<file path="config.mk">
export PLATFORM = sky130hd
export DESIGN_NAME = mipsCore
export DESIGN_NICKNAME = d
export VERILOG_FILES = /design/src/cpuPkg.sv /design/src/multiCycleControl.sv /design/src/programCounter.sv /design/src/regFile.sv /design/src/alu.sv /design/src/cpuDatapath.sv /design/src/mipsCore.sv
export VERILOG_INCLUDE_DIRS = /design/src /design/src/src
export SDC_FILE = /design/constraint.sdc
export NUM_CORES = 2
export LEC_CHECK = 0
export BUFFER_PORTS_ARGS = -buffer_cell sky130_fd_sc_hd__buf_2
export CORE_UTILIZATION = 50
export CTS_CLUSTER_SIZE = 8
export DETAILED_ROUTE_END_ITERATION = 6
export PLACE_DENSITY_LB_ADDON = 0.25
export SLEW_MARGIN = 20
export SYNTH_ARGS = -nofsm -noshare
export SYNTH_HDL_FRONTEND = slang
export SYNTH_SLANG_ARGS = --single-unit
</file>
<file path="constraint.sdc">
create_clock -name clk -period 120.3 [get_ports clk]
set_input_delay 36.09 -clock clk [delete_from_list [all_inputs] [get_ports clk]]
set_output_delay 36.09 -clock clk [all_outputs]
set_load 0.1 [all_outputs]
</file>
<file path="src/cpuSettings.svh">
`ifndef CPU_SETTINGS_SVH
`define CPU_SETTINGS_SVH

// word and address width
`define DATA_WIDTH 32

`define REG_COUNT 32
`define REG_ADDR_WIDTH 5

// first fetch address
`define RESET_PC 32'h0000_0000

`endif

</file>
<file path="src/cpuPkg.sv">
package cpuPkg;

    typedef enum logic [3:0] {
        stFetch          = 4'h0,
        stDecode         = 4'h1,
        stMemAddr        = 4'h2,
        stMemRead        = 4'h3,
        stWriteBack      = 4'h4,
        stMemWrite       = 4'h5,
        stExecute        = 4'h6,
        stRCompletion    = 4'h7,
        stBranchEq       = 4'h8,
        stJumpCompletion = 4'h9,
        stBranchNe       = 4'hA,
        stImmExecute     = 4'hB,
        stImmCompletion  = 4'hC,
        stReset          = 4'hF
    } ctrlState_e;

    typedef enum logic [5:0] {
        opRType = 6'h00,
        opJ     = 6'h02,
        opBeq   = 6'h04,
        opBne   = 6'h05,
        opAddi  = 6'h08,
        opAndi  = 6'h0C,
        opOri   = 6'h0D,
        opLw    = 6'h23,
        opSw    = 6'h2B
    } opcode_e;

    typedef enum logic [5:0] {
        fnAdd = 6'h20,
        fnSub = 6'h22,
        fnAnd = 6'h24,
        fnOr  = 6'h25,
        fnSlt = 6'h2A
    } funct_e;

    // logic immediates pick and or or from the opcode
    typedef enum logic [1:0] {
        aluAdd      = 2'b00,
        aluSub      = 2'b01,
        aluFunct    = 2'b10,
        aluLogicImm = 2'b11
    } aluOp_e;

    typedef enum logic [1:0] {
        pcAluResult  = 2'b00,
        pcAluOutReg  = 2'b01,
        pcJumpTarget = 2'b10
    } pcSrc_e;

    typedef enum logic [1:0] {
        brNone = 2'b00,
        brEq   = 2'b01,
        brNe   = 2'b10
    } branchCond_e;

endpackage

</file>
<file path="src/multiCycleControl.sv">
`timescale 1ns/10ps

module multiCycleControl (
    input  logic                clk,
    input  logic                rst,
    input  cpuPkg::opcode_e     opcode,
    input  cpuPkg::funct_e      funct,
    input  logic                pready,
    output logic                psel,
    output logic                penable,
    output logic                pwrite,
    output logic                pcWrite,
    output cpuPkg::branchCond_e branchCond,
    output cpuPkg::pcSrc_e      pcSource,
    output logic                irWrite,
    output logic                iorD,
    output logic                memToReg,
    output logic                regDst,
    output logic                regWrite,
    output logic                aluSrcA,
    output logic [1:0]          aluSrcB,
    output cpuPkg::aluOp_e      aluOp
);
    import cpuPkg::*;

    ctrlState_e state;
    ctrlState_e nextState;
    // low in the setup cycle, high in access cycles
    logic       phase;
    logic       busState;
    logic       done;

    assign busState = (state == stFetch) || (state == stMemRead) || (state == stMemWrite);
    assign done     = busState && phase && pready;

    assign psel    = busState;
    assign penable = busState && phase;
    assign pwrite  = (state == stMemWrite);

    always_ff @(posedge clk or posedge rst) begin
        if (rst) begin
            state <= stReset;
            phase <= 1'b0;
        end else begin
            state <= nextState;
            if (busState && !phase) begin
                phase <= 1'b1;
            end else if (done) begin
                phase <= 1'b0;
            end
        end
    end

    always_comb begin
        nextState = state;
        case (state)
            stReset:     nextState = stFetch;
            stFetch:     nextState = done ? stDecode : stFetch;
            stDecode: begin
                case (opcode)
                    opRType: begin
                        case (funct)
                            fnAdd, fnSub, fnAnd, fnOr, fnSlt: nextState = stExecute;
                            // unsupported funct is skipped
                            default: nextState = stReset;
                        endcase
                    end
                    opJ:                   nextState = stJumpCompletion;
                    opBeq:                 nextState = stBranchEq;
                    opBne:                 nextState = stBranchNe;
                    opAddi, opAndi, opOri: nextState = stImmExecute;
                    opLw, opSw:            nextState = stMemAddr;
                    default:               nextState = stReset;
                endcase
            end
            stMemAddr:   nextState = (opcode == opSw) ? stMemWrite : stMemRead;
            stMemRead:   nextState = done ? stWriteBack : stMemRead;
            stWriteBack: nextState = stFetch;
            // idle cycle so psel drops before the next fetch
            stMemWrite:  nextState = done ? stReset : stMemWrite;
            stExecute:   nextState = stRCompletion;
            stImmExecute: nextState = stImmCompletion;
            default:     nextState = stFetch;
        endcase
    end

    always_comb begin
        pcWrite    = 1'b0;
        branchCond = brNone;
        pcSource   = pcAluResult;
        irWrite    = 1'b0;
        iorD       = 1'b0;
        memToReg   = 1'b0;
        regDst     = 1'b0;
        regWrite   = 1'b0;
        aluSrcA    = 1'b0;
        aluSrcB    = 2'b00;
        aluOp      = aluAdd;
        case (state)
            stFetch: begin
                // pc + 4
                aluSrcB = 2'b01;
                irWrite = done;
                pcWrite = done;
            end
            stDecode: begin
                // branch target into ALUOut
                aluSrcB = 2'b11;
            end
            stMemAddr, stMemRead, stMemWrite: begin
                // address recomputed each cycle, so ALUOut holds steady
                aluSrcA = 1'b1;
                aluSrcB = 2'b10;
                iorD    = (state != stMemAddr);
            end
            stWriteBack: begin
                regWrite = 1'b1;
                memToReg = 1'b1;
            end
            stExecute: begin
                aluSrcA = 1'b1;
                aluOp   = aluFunct;
            end
            stRCompletion: begin
                regDst   = 1'b1;
                regWrite = 1'b1;
            end
            stImmExecute: begin
                aluSrcA = 1'b1;
                aluSrcB = 2'b10;
                aluOp   = (opcode == opAddi) ? aluAdd : aluLogicImm;
            end
            stImmCompletion: begin
                regWrite = 1'b1;
            end
            stBranchEq, stBranchNe: begin
                aluSrcA    = 1'b1;
                aluOp      = aluSub;
                branchCond = (state == stBranchEq) ? brEq : brNe;
                pcSource   = pcAluOutReg;
            end
            stJumpCompletion: begin
                pcWrite  = 1'b1;
                pcSource = pcJumpTarget;
            end
            default: ;
        endcase
    end

endmodule

</file>
<file path="src/programCounter.sv">
`timescale 1ns/10ps
`include "cpuSettings.svh"

module programCounter (
    input  logic                   clk,
    input  logic                   rst,
    input  logic                   pcWrite,
    input  cpuPkg::branchCond_e    branchCond,
    input  cpuPkg::pcSrc_e         pcSource,
    input  logic                   zero,
    input  logic [`DATA_WIDTH-1:0] aluResult,
    input  logic [`DATA_WIDTH-1:0] aluOut,
    input  logic [25:0]            jumpIndex,
    output logic [`DATA_WIDTH-1:0] pc
);
    import cpuPkg::*;

    logic [`DATA_WIDTH-1:0] nextPc;
    logic                   branchTaken;

    always_comb begin
        case (pcSource)
            pcAluOutReg:  nextPc = aluOut;
            // keeps the region bits of pc + 4
            pcJumpTarget: nextPc = {pc[`DATA_WIDTH-1:28], jumpIndex, 2'b00};
            default:      nextPc = aluResult;
        endcase
    end

    assign branchTaken = ((branchCond == brEq) && zero) || ((branchCond == brNe) && !zero);

    always_ff @(posedge clk or posedge rst) begin
        if (rst) begin
            pc <= `RESET_PC;
        end else if (pcWrite || branchTaken) begin
            pc <= nextPc;
        end
    end

endmodule

</file>
<file path="src/regFile.sv">
`timescale 1ns/10ps
`include "cpuSettings.svh"

module regFile (
    input  logic                       clk,
    input  logic                       rst,
    input  logic [`REG_ADDR_WIDTH-1:0] readAddrA,
    input  logic [`REG_ADDR_WIDTH-1:0] readAddrB,
    input  logic [`REG_ADDR_WIDTH-1:0] writeAddr,
    input  logic                       writeEnable,
    input  logic [`DATA_WIDTH-1:0]     writeData,
    output logic [`DATA_WIDTH-1:0]     readDataA,
    output logic [`DATA_WIDTH-1:0]     readDataB
);

    logic [`DATA_WIDTH-1:0] regs [`REG_COUNT];

    always_ff @(posedge clk or posedge rst) begin
        if (rst) begin
            for (int i = 0; i < `REG_COUNT; i++) begin
                regs[i] <= '0;
            end
        end else if (writeEnable && (writeAddr != '0)) begin
            // r0 never written, stays zero
            regs[writeAddr] <= writeData;
        end
    end

    assign readDataA = regs[readAddrA];
    assign readDataB = regs[readAddrB];

endmodule

</file>
<file path="src/alu.sv">
`timescale 1ns/10ps
`include "cpuSettings.svh"

module alu (
    input  cpuPkg::aluOp_e         aluOp,
    input  cpuPkg::funct_e         funct,
    input  cpuPkg::opcode_e        opcode,
    input  logic [`DATA_WIDTH-1:0] a,
    input  logic [`DATA_WIDTH-1:0] b,
    output logic [`DATA_WIDTH-1:0] result,
    output logic                   zero
);
    import cpuPkg::*;

    logic [`DATA_WIDTH-1:0] sum;
    logic [`DATA_WIDTH-1:0] diff;
    logic [`DATA_WIDTH-1:0] lessThan;

    assign sum      = a + b;
    assign diff     = a - b;
    assign lessThan = {{(`DATA_WIDTH-1){1'b0}}, ($signed(a) < $signed(b))};

    always_comb begin
        case (aluOp)
            aluSub: result = diff;
            aluFunct: begin
                case (funct)
                    fnSub:   result = diff;
                    fnAnd:   result = a & b;
                    fnOr:    result = a | b;
                    fnSlt:   result = lessThan;
                    default: result = sum;
                endcase
            end
            // andi or ori, b is the zero-extended immediate
            aluLogicImm: result = (opcode == opOri) ? (a | b) : (a & b);
            default: result = sum;
        endcase
    end

    assign zero = (result == '0);

endmodule

</file>
<file path="src/cpuDatapath.sv">
`timescale 1ns/10ps
`include "cpuSettings.svh"

module cpuDatapath (
    input  logic                   clk,
    input  logic                   rst,
    input  logic                   irWrite,
    input  logic                   iorD,
    input  logic                   aluSrcA,
    input  logic [1:0]             aluSrcB,
    input  cpuPkg::aluOp_e         aluOp,
    input  logic                   memToReg,
    input  logic                   regDst,
    input  logic                   regWrite,
    input  logic [`DATA_WIDTH-1:0] pc,
    input  logic [`DATA_WIDTH-1:0] prdata,
    output logic [`DATA_WIDTH-1:0] paddr,
    output logic [`DATA_WIDTH-1:0] pwdata,
    output cpuPkg::opcode_e        opcode,
    output cpuPkg::funct_e         funct,
    output logic                   zero,
    output logic [`DATA_WIDTH-1:0] aluResult,
    output logic [`DATA_WIDTH-1:0] aluOut,
    output logic [25:0]            jumpIndex
);
    import cpuPkg::*;

    logic [`DATA_WIDTH-1:0]     ir;
    logic [`DATA_WIDTH-1:0]     mdr;
    logic [`DATA_WIDTH-1:0]     regA;
    logic [`DATA_WIDTH-1:0]     regB;
    logic [`DATA_WIDTH-1:0]     readDataA;
    logic [`DATA_WIDTH-1:0]     readDataB;
    logic [`DATA_WIDTH-1:0]     writeData;
    logic [`REG_ADDR_WIDTH-1:0] writeAddr;
    logic [`DATA_WIDTH-1:0]     immExt;
    logic [`DATA_WIDTH-1:0]     srcA;
    logic [`DATA_WIDTH-1:0]     srcB;

    assign opcode    = opcode_e'(ir[31:26]);
    assign funct     = funct_e'(ir[5:0]);
    assign jumpIndex = ir[25:0];

    // zero extension for the logic immediates
    assign immExt = ((opcode == opAndi) || (opcode == opOri)) ?
                    {{(`DATA_WIDTH-16){1'b0}}, ir[15:0]} :
                    {{(`DATA_WIDTH-16){ir[15]}}, ir[15:0]};

    always_ff @(posedge clk) begin
        if (irWrite) begin
            ir <= prdata;
        end
        mdr    <= prdata;
        regA   <= readDataA;
        regB   <= readDataB;
        aluOut <= aluResult;
    end

    assign writeAddr = regDst ? ir[15:11] : ir[20:16];
    assign writeData = memToReg ? mdr : aluOut;

    regFile regFile_i (
        .clk        (clk),
        .rst        (rst),
        .readAddrA  (ir[25:21]),
        .readAddrB  (ir[20:16]),
        .writeAddr  (writeAddr),
        .writeEnable(regWrite),
        .writeData  (writeData),
        .readDataA  (readDataA),
        .readDataB  (readDataB)
    );

    assign srcA = aluSrcA ? regA : pc;

    always_comb begin
        case (aluSrcB)
            2'b00:   srcB = regB;
            2'b01:   srcB = `DATA_WIDTH'd4;
            2'b10:   srcB = immExt;
            default: srcB = {immExt[`DATA_WIDTH-3:0], 2'b00};
        endcase
    end

    alu alu_i (
        .aluOp (aluOp),
        .funct (funct),
        .opcode(opcode),
        .a     (srcA),
        .b     (srcB),
        .result(aluResult),
        .zero  (zero)
    );

    assign paddr  = iorD ? aluOut : pc;
    assign pwdata = regB;

endmodule

</file>
<file path="src/mipsCore.sv">
`timescale 1ns/10ps
`include "cpuSettings.svh"

module mipsCore (
    input  logic                   clk,
    input  logic                   rst,
    output logic [`DATA_WIDTH-1:0] paddr,
    output logic                   psel,
    output logic                   penable,
    output logic                   pwrite,
    output logic [`DATA_WIDTH-1:0] pwdata,
    input  logic [`DATA_WIDTH-1:0] prdata,
    input  logic                   pready
);
    import cpuPkg::*;

    opcode_e                opcode;
    funct_e                 funct;
    branchCond_e            branchCond;
    pcSrc_e                 pcSource;
    aluOp_e                 aluOp;
    logic                   pcWrite;
    logic                   irWrite;
    logic                   iorD;
    logic                   memToReg;
    logic                   regDst;
    logic                   regWrite;
    logic                   aluSrcA;
    logic [1:0]             aluSrcB;
    logic                   zero;
    logic [`DATA_WIDTH-1:0] pc;
    logic [`DATA_WIDTH-1:0] aluResult;
    logic [`DATA_WIDTH-1:0] aluOut;
    logic [25:0]            jumpIndex;

    multiCycleControl multiCycleControl_i (
        .clk       (clk),
        .rst       (rst),
        .opcode    (opcode),
        .funct     (funct),
        .pready    (pready),
        .psel      (psel),
        .penable   (penable),
        .pwrite    (pwrite),
        .pcWrite   (pcWrite),
        .branchCond(branchCond),
        .pcSource  (pcSource),
        .irWrite   (irWrite),
        .iorD      (iorD),
        .memToReg  (memToReg),
        .regDst    (regDst),
        .regWrite  (regWrite),
        .aluSrcA   (aluSrcA),
        .aluSrcB   (aluSrcB),
        .aluOp     (aluOp)
    );

    programCounter programCounter_i (
        .clk       (clk),
        .rst       (rst),
        .pcWrite   (pcWrite),
        .branchCond(branchCond),
        .pcSource  (pcSource),
        .zero      (zero),
        .aluResult (aluResult),
        .aluOut    (aluOut),
        .jumpIndex (jumpIndex),
        .pc        (pc)
    );

    cpuDatapath cpuDatapath_i (
        .clk      (clk),
        .rst      (rst),
        .irWrite  (irWrite),
        .iorD     (iorD),
        .aluSrcA  (aluSrcA),
        .aluSrcB  (aluSrcB),
        .aluOp    (aluOp),
        .memToReg (memToReg),
        .regDst   (regDst),
        .regWrite (regWrite),
        .pc       (pc),
        .prdata   (prdata),
        .paddr    (paddr),
        .pwdata   (pwdata),
        .opcode   (opcode),
        .funct    (funct),
        .zero     (zero),
        .aluResult(aluResult),
        .aluOut   (aluOut),
        .jumpIndex(jumpIndex)
    );

endmodule

</file>
==> impl_results.rst <==
.. list-table::
   :header-rows: 1

   * - Metric
     - Value
   * - Result of the run
     - complete, but fails checks
   * - Violated checks
     - design-rule violations
   * - RePlAce Congestion
     - 1.014
   * - Final hold violation count
     - 0
   * - Worst path cell trace
     - buf_2, inv_8, buf_4, buf_12, buf_4, buf_12, buf_4
   * - Critical path's most frequent cell
     - buf_4
   * - VDD IR-drop max
     - 0.01899 mV
   * - Reg-to-Reg Start
     - multiCycleControl_i.state[3]
   * - Highest cell delay on the worst timing path
     - 910 ps
   * - Antenna violations before repair
     - 11
   * - Cells resized by post-CTS repair
     - 0
   * - Mean Syn Cell Area
     - 11.14 um2
   * - Num CTS Buffers
     - 171
   * - Standby leakage power
     - 30.93 nW
   * - Final-layout setup total negative slack
     - 0 ps
   * - CTS Sinks
     - 1221
   * - Maximum number of pins on one net before global-route repair
     - 181
   * - Count of pins over their slew limit
     - 0
   * - Share of post-route cells with drive strength above 1
     - 22.40%
   * - Cell depth of the worst min-delay path
     - 0
   * - H-tree level count
     - 4
   * - Global-route wire length before repair
     - 330.1 mm
   * - Async set-or-reset flop fraction in the synthesized netlist
     - 86.90%
   * - Crit Path Class
     - in -> async
   * - Sequential-to-total area share from yosys stat
     - 45.78%
   * - Post-route cell area
     - 0.07289 mm2
   * - Unrepaired setup endpoints after global routing
     - false
   * - Number of buffers inserted by hold repair at cts
     - 0
   * - Drc violations
     - 4
   * - Number of DRC markers after the initial detailed-route iteration
     - 6031
   * - Number of global-route vias before repair
     - 48590
   * - Required time reported for the critical path endpoint
     - 121080 ps
   * - Ratio of total power to cell area
     - 32.31 mW/mm2
   * - Crit end category
     - async pin
   * - Startpoint of the lowest-slack hold path
     - cpuDatapath_i.regFile_i.regs[1016]
   * - Synth Flop Type
     - dfrtp_1
   * - Root Driver
     - clkbuf_16
   * - Transition at the pin with the smallest max-transition slack
     - 1192 ps
   * - Worst slew slack as a fraction of its limit
     - 20.51%
   * - Post-layout min period
     - 40270 ps
   * - DIE HEIGHT
     - 364.5 um
   * - Yosys cell types
     - 96
   * - Per-cell via count in the routed design
     - 6.546
   * - Post-CTS setup buffers
     - 0
   * - Detailed Routing Iterations Pass 1
     - 7
   * - Half-perimeter wire length of the detailed placement result
     - 137.9 mm
   * - Clock-pin slew of the registers on the worst-case setup and hold paths
     - 50 ps
   * - Placement Cell Area
     - 0.06778 mm2
   * - Row cnt
     - 132
   * - Portion of the clock cycle consumed by the worst path in the final layout
     - 33.47%
   * - Reg2Reg Capture Point
     - programCounter_i.pc[20]
   * - Worst reg2reg setup slack
     - 110930 ps
   * - Post-synthesis instance area
     - 0.06570 mm2
   * - Die Span X
     - 364.5 um
   * - Count of input and output buffers
     - 101
   * - Total global routing track utilization
     - 34.19%
   * - Max cap viols
     - 0
   * - Floorplan die area
     - 0.1328 mm2
   * - Maximum operating frequency
     - 24.83 MHz
   * - Worst-path fanout max
     - 180
   * - Clock latency reported for the late side of the worst-skew pair
     - 800 ps
   * - Util after Layout
     - 56.08%
   * - Vias post-DR
     - 49780
   * - Max Buffers Root-to-Sink
     - 3
   * - Number of endpoints failing setup at the final stage
     - 0
   * - Post-synthesis instance total
     - 5897
   * - Worst min-delay path endpoint
     - cpuDatapath_i.regFile_i.regs[1016]
   * - Path category of the worst min-delay check
     - reg -> reg
   * - Post-layout nets
     - 5867
   * - Post-synth EDFFs
     - 32
   * - #FFs+latches synth
     - 1221
   * - Overall power after layout
     - 2.355 mW
   * - CTS tree
     - built
   * - Number of top-level pins
     - 102
   * - Final antenna-violating net count
     - 0
   * - Type of origin of the critical path
     - input port
   * - Area growth from synthesis to final layout
     - 10.95%
   * - Aggregate global routing overflow
     - 0
   * - Final worst hold slack
     - 391.0 ps
   * - Post-Route WL
     - 223.4 mm
   * - Reg2reg path depth
     - 21
   * - Net count of the mapped netlist
     - 6032
   * - Post-DR wirelength/cell
     - 29.38 um
   * - Crit path DAT
     - 41050 ps
   * - Initial core utilization
     - 50.54%
   * - Core area
     - 0.1300 mm2
   * - Cell with the biggest individual delay on the critical path
     - buf_4
   * - Clk_skew
     - 33.55 ps
   * - Count of synthesis-stage warnings from yosys
     - 0
-- where the power goes --
group | switching (mW) | total [mW] | internal, mW
clock | 0.183 | 0.457 | 0.274
sequential | 0.133 | 0.721 | 0.588
combinational | 0.717 | 1.18 | 0.460
-- layout by cell type (no fill, tap or decap), drive strengths merged, types with 20 or more instances in the layout --
master | netlist | final
o21ai | 298 | 298
buf | 81 | 239
o31ai | 20 | 20
ha | 98 | 98
clkbuf | 496 | 292
mux2i | 44 | 44
o211ai | 30 | 30
and2 | 26 | 26
nand3 | 32 | 32
inv | 125 | 129
mux2 | 165 | 165
mux4 | 640 | 640
a21o | 27 | 27
nor2 | 928 | 928
dfrtp | 1057 | 1057
nor3 | 33 | 33
dfxtp | 128 | 128
a221oi | 22 | 22
edfxtp | 32 | 32
nand2 | 318 | 318
a21oi | 936 | 936
a211oi | 28 | 28
-- final cells by class --
| class | count | area [um2] |
|---|---|---|
| antenna | 1 | 2.502 |
| timing repair buffer | 239 | 1685 |
| sequential | 1221 | 30080 |
| fill | 10790 | 57090 |
| clock buffer | 292 | 4891 |
| multi-input combinational | 3974 | 33410 |
| tap | 1742 | 2180 |
| clock inverter | 10 | 160.2 |
| inverter | 125 | 476.7 |
-- routing by layer --
| layer | vias to the layer above | track usage (%) | wire length [um] |
|---|---|---|---|
| met5 | - | 0 | 68 |
| met4 | 10 | 15.53 | 10910 |
| met3 | 601 | 9.600 | 23100 |
| met2 | 2565 | 51.73 | 101700 |
| met1 | 25280 | 46.01 | 87620 |
| li1 | 21320 | - | - |
-- Yosys cell counts, drive strengths merged, types with 81 or more instances --
| master | n | area share (%) |
|---|---|---|
| mux4 | 640 | 22 |
| inv | 125 | 0.71 |
| a21oi | 936 | 7.2 |
| ha | 98 | 1.9 |
| buf | 81 | 0.51 |
| clkbuf | 496 | 2.8 |
| o21ai | 298 | 2.3 |
| dfrtp | 1057 | 40 |
| nor2 | 928 | 5.3 |
| nand2 | 318 | 1.8 |
| mux2 | 165 | 2.8 |
| dfxtp | 128 | 3.9 |
-- critical path, delay by kind of cell --
| kind | cells | cell delay (ps) |
|---|---|---|
| buf+inv | 7 | 4450 |
-- flip-flops by register name, summed over array words and instances (netlist names) --
name / count
cpuDatapath_i.aluOut: 32
cpuDatapath_i.pwdata: 32
cpuDatapath_i.regA: 32
multiCycleControl_i.phase: 1
multiCycleControl_i.state: 4
cpuDatapath_i.regFile_i.regs: 1024
cpuDatapath_i.ir: 32
programCounter_i.pc: 32
cpuDatapath_i.mdr: 32
-- how the worst max path moves through the flow --
stage | from | to | slack [ps] | cells past startpoint
floorplan | rst | cpuDatapath_i.regFile_i.regs[0] | 54350 | 1
global placement | rst | programCounter_i.pc[3] | 79010 | 7
detailed placement | rst | programCounter_i.pc[3] | 78960 | 7
CTS | rst | cpuDatapath_i.regFile_i.regs[263] | 79820 | 7
global route | rst | cpuDatapath_i.regFile_i.regs[739] | 79230 | 7
finish | rst | cpuDatapath_i.regFile_i.regs[899] | 80030 | 7
-- metrics by stage --
step / std cells / setup slack [ps]
floorplan: 5897 / 54350
global placement: 7299 / 79010
detailed placement: 7299 / 78960
CTS: 7601 / 79820
global route: 7603 / 79230
finish: 7604 / 80030
-- logic make-up (layout without fill, tap and decap cells) --
logic type / after synthesis / count (layout) / synth area share (%)
AO/OA/AOI/OAI: 1538 / 1538 / 13.29
XOR/XNOR: 20 / 20 / 0.2666
AND/OR/NAND/NOR: 1467 / 1467 / 9.235
flip-flops: 1221 / 1221 / 45.78
adder cells (fa/ha/maj): 100 / 100 / 1.927
buffers and inverters: 702 / 666 / 4.062
multiplexers: 849 / 849 / 25.44
other: 0 / 1 / 0
(Power assumes the default switching activity.)
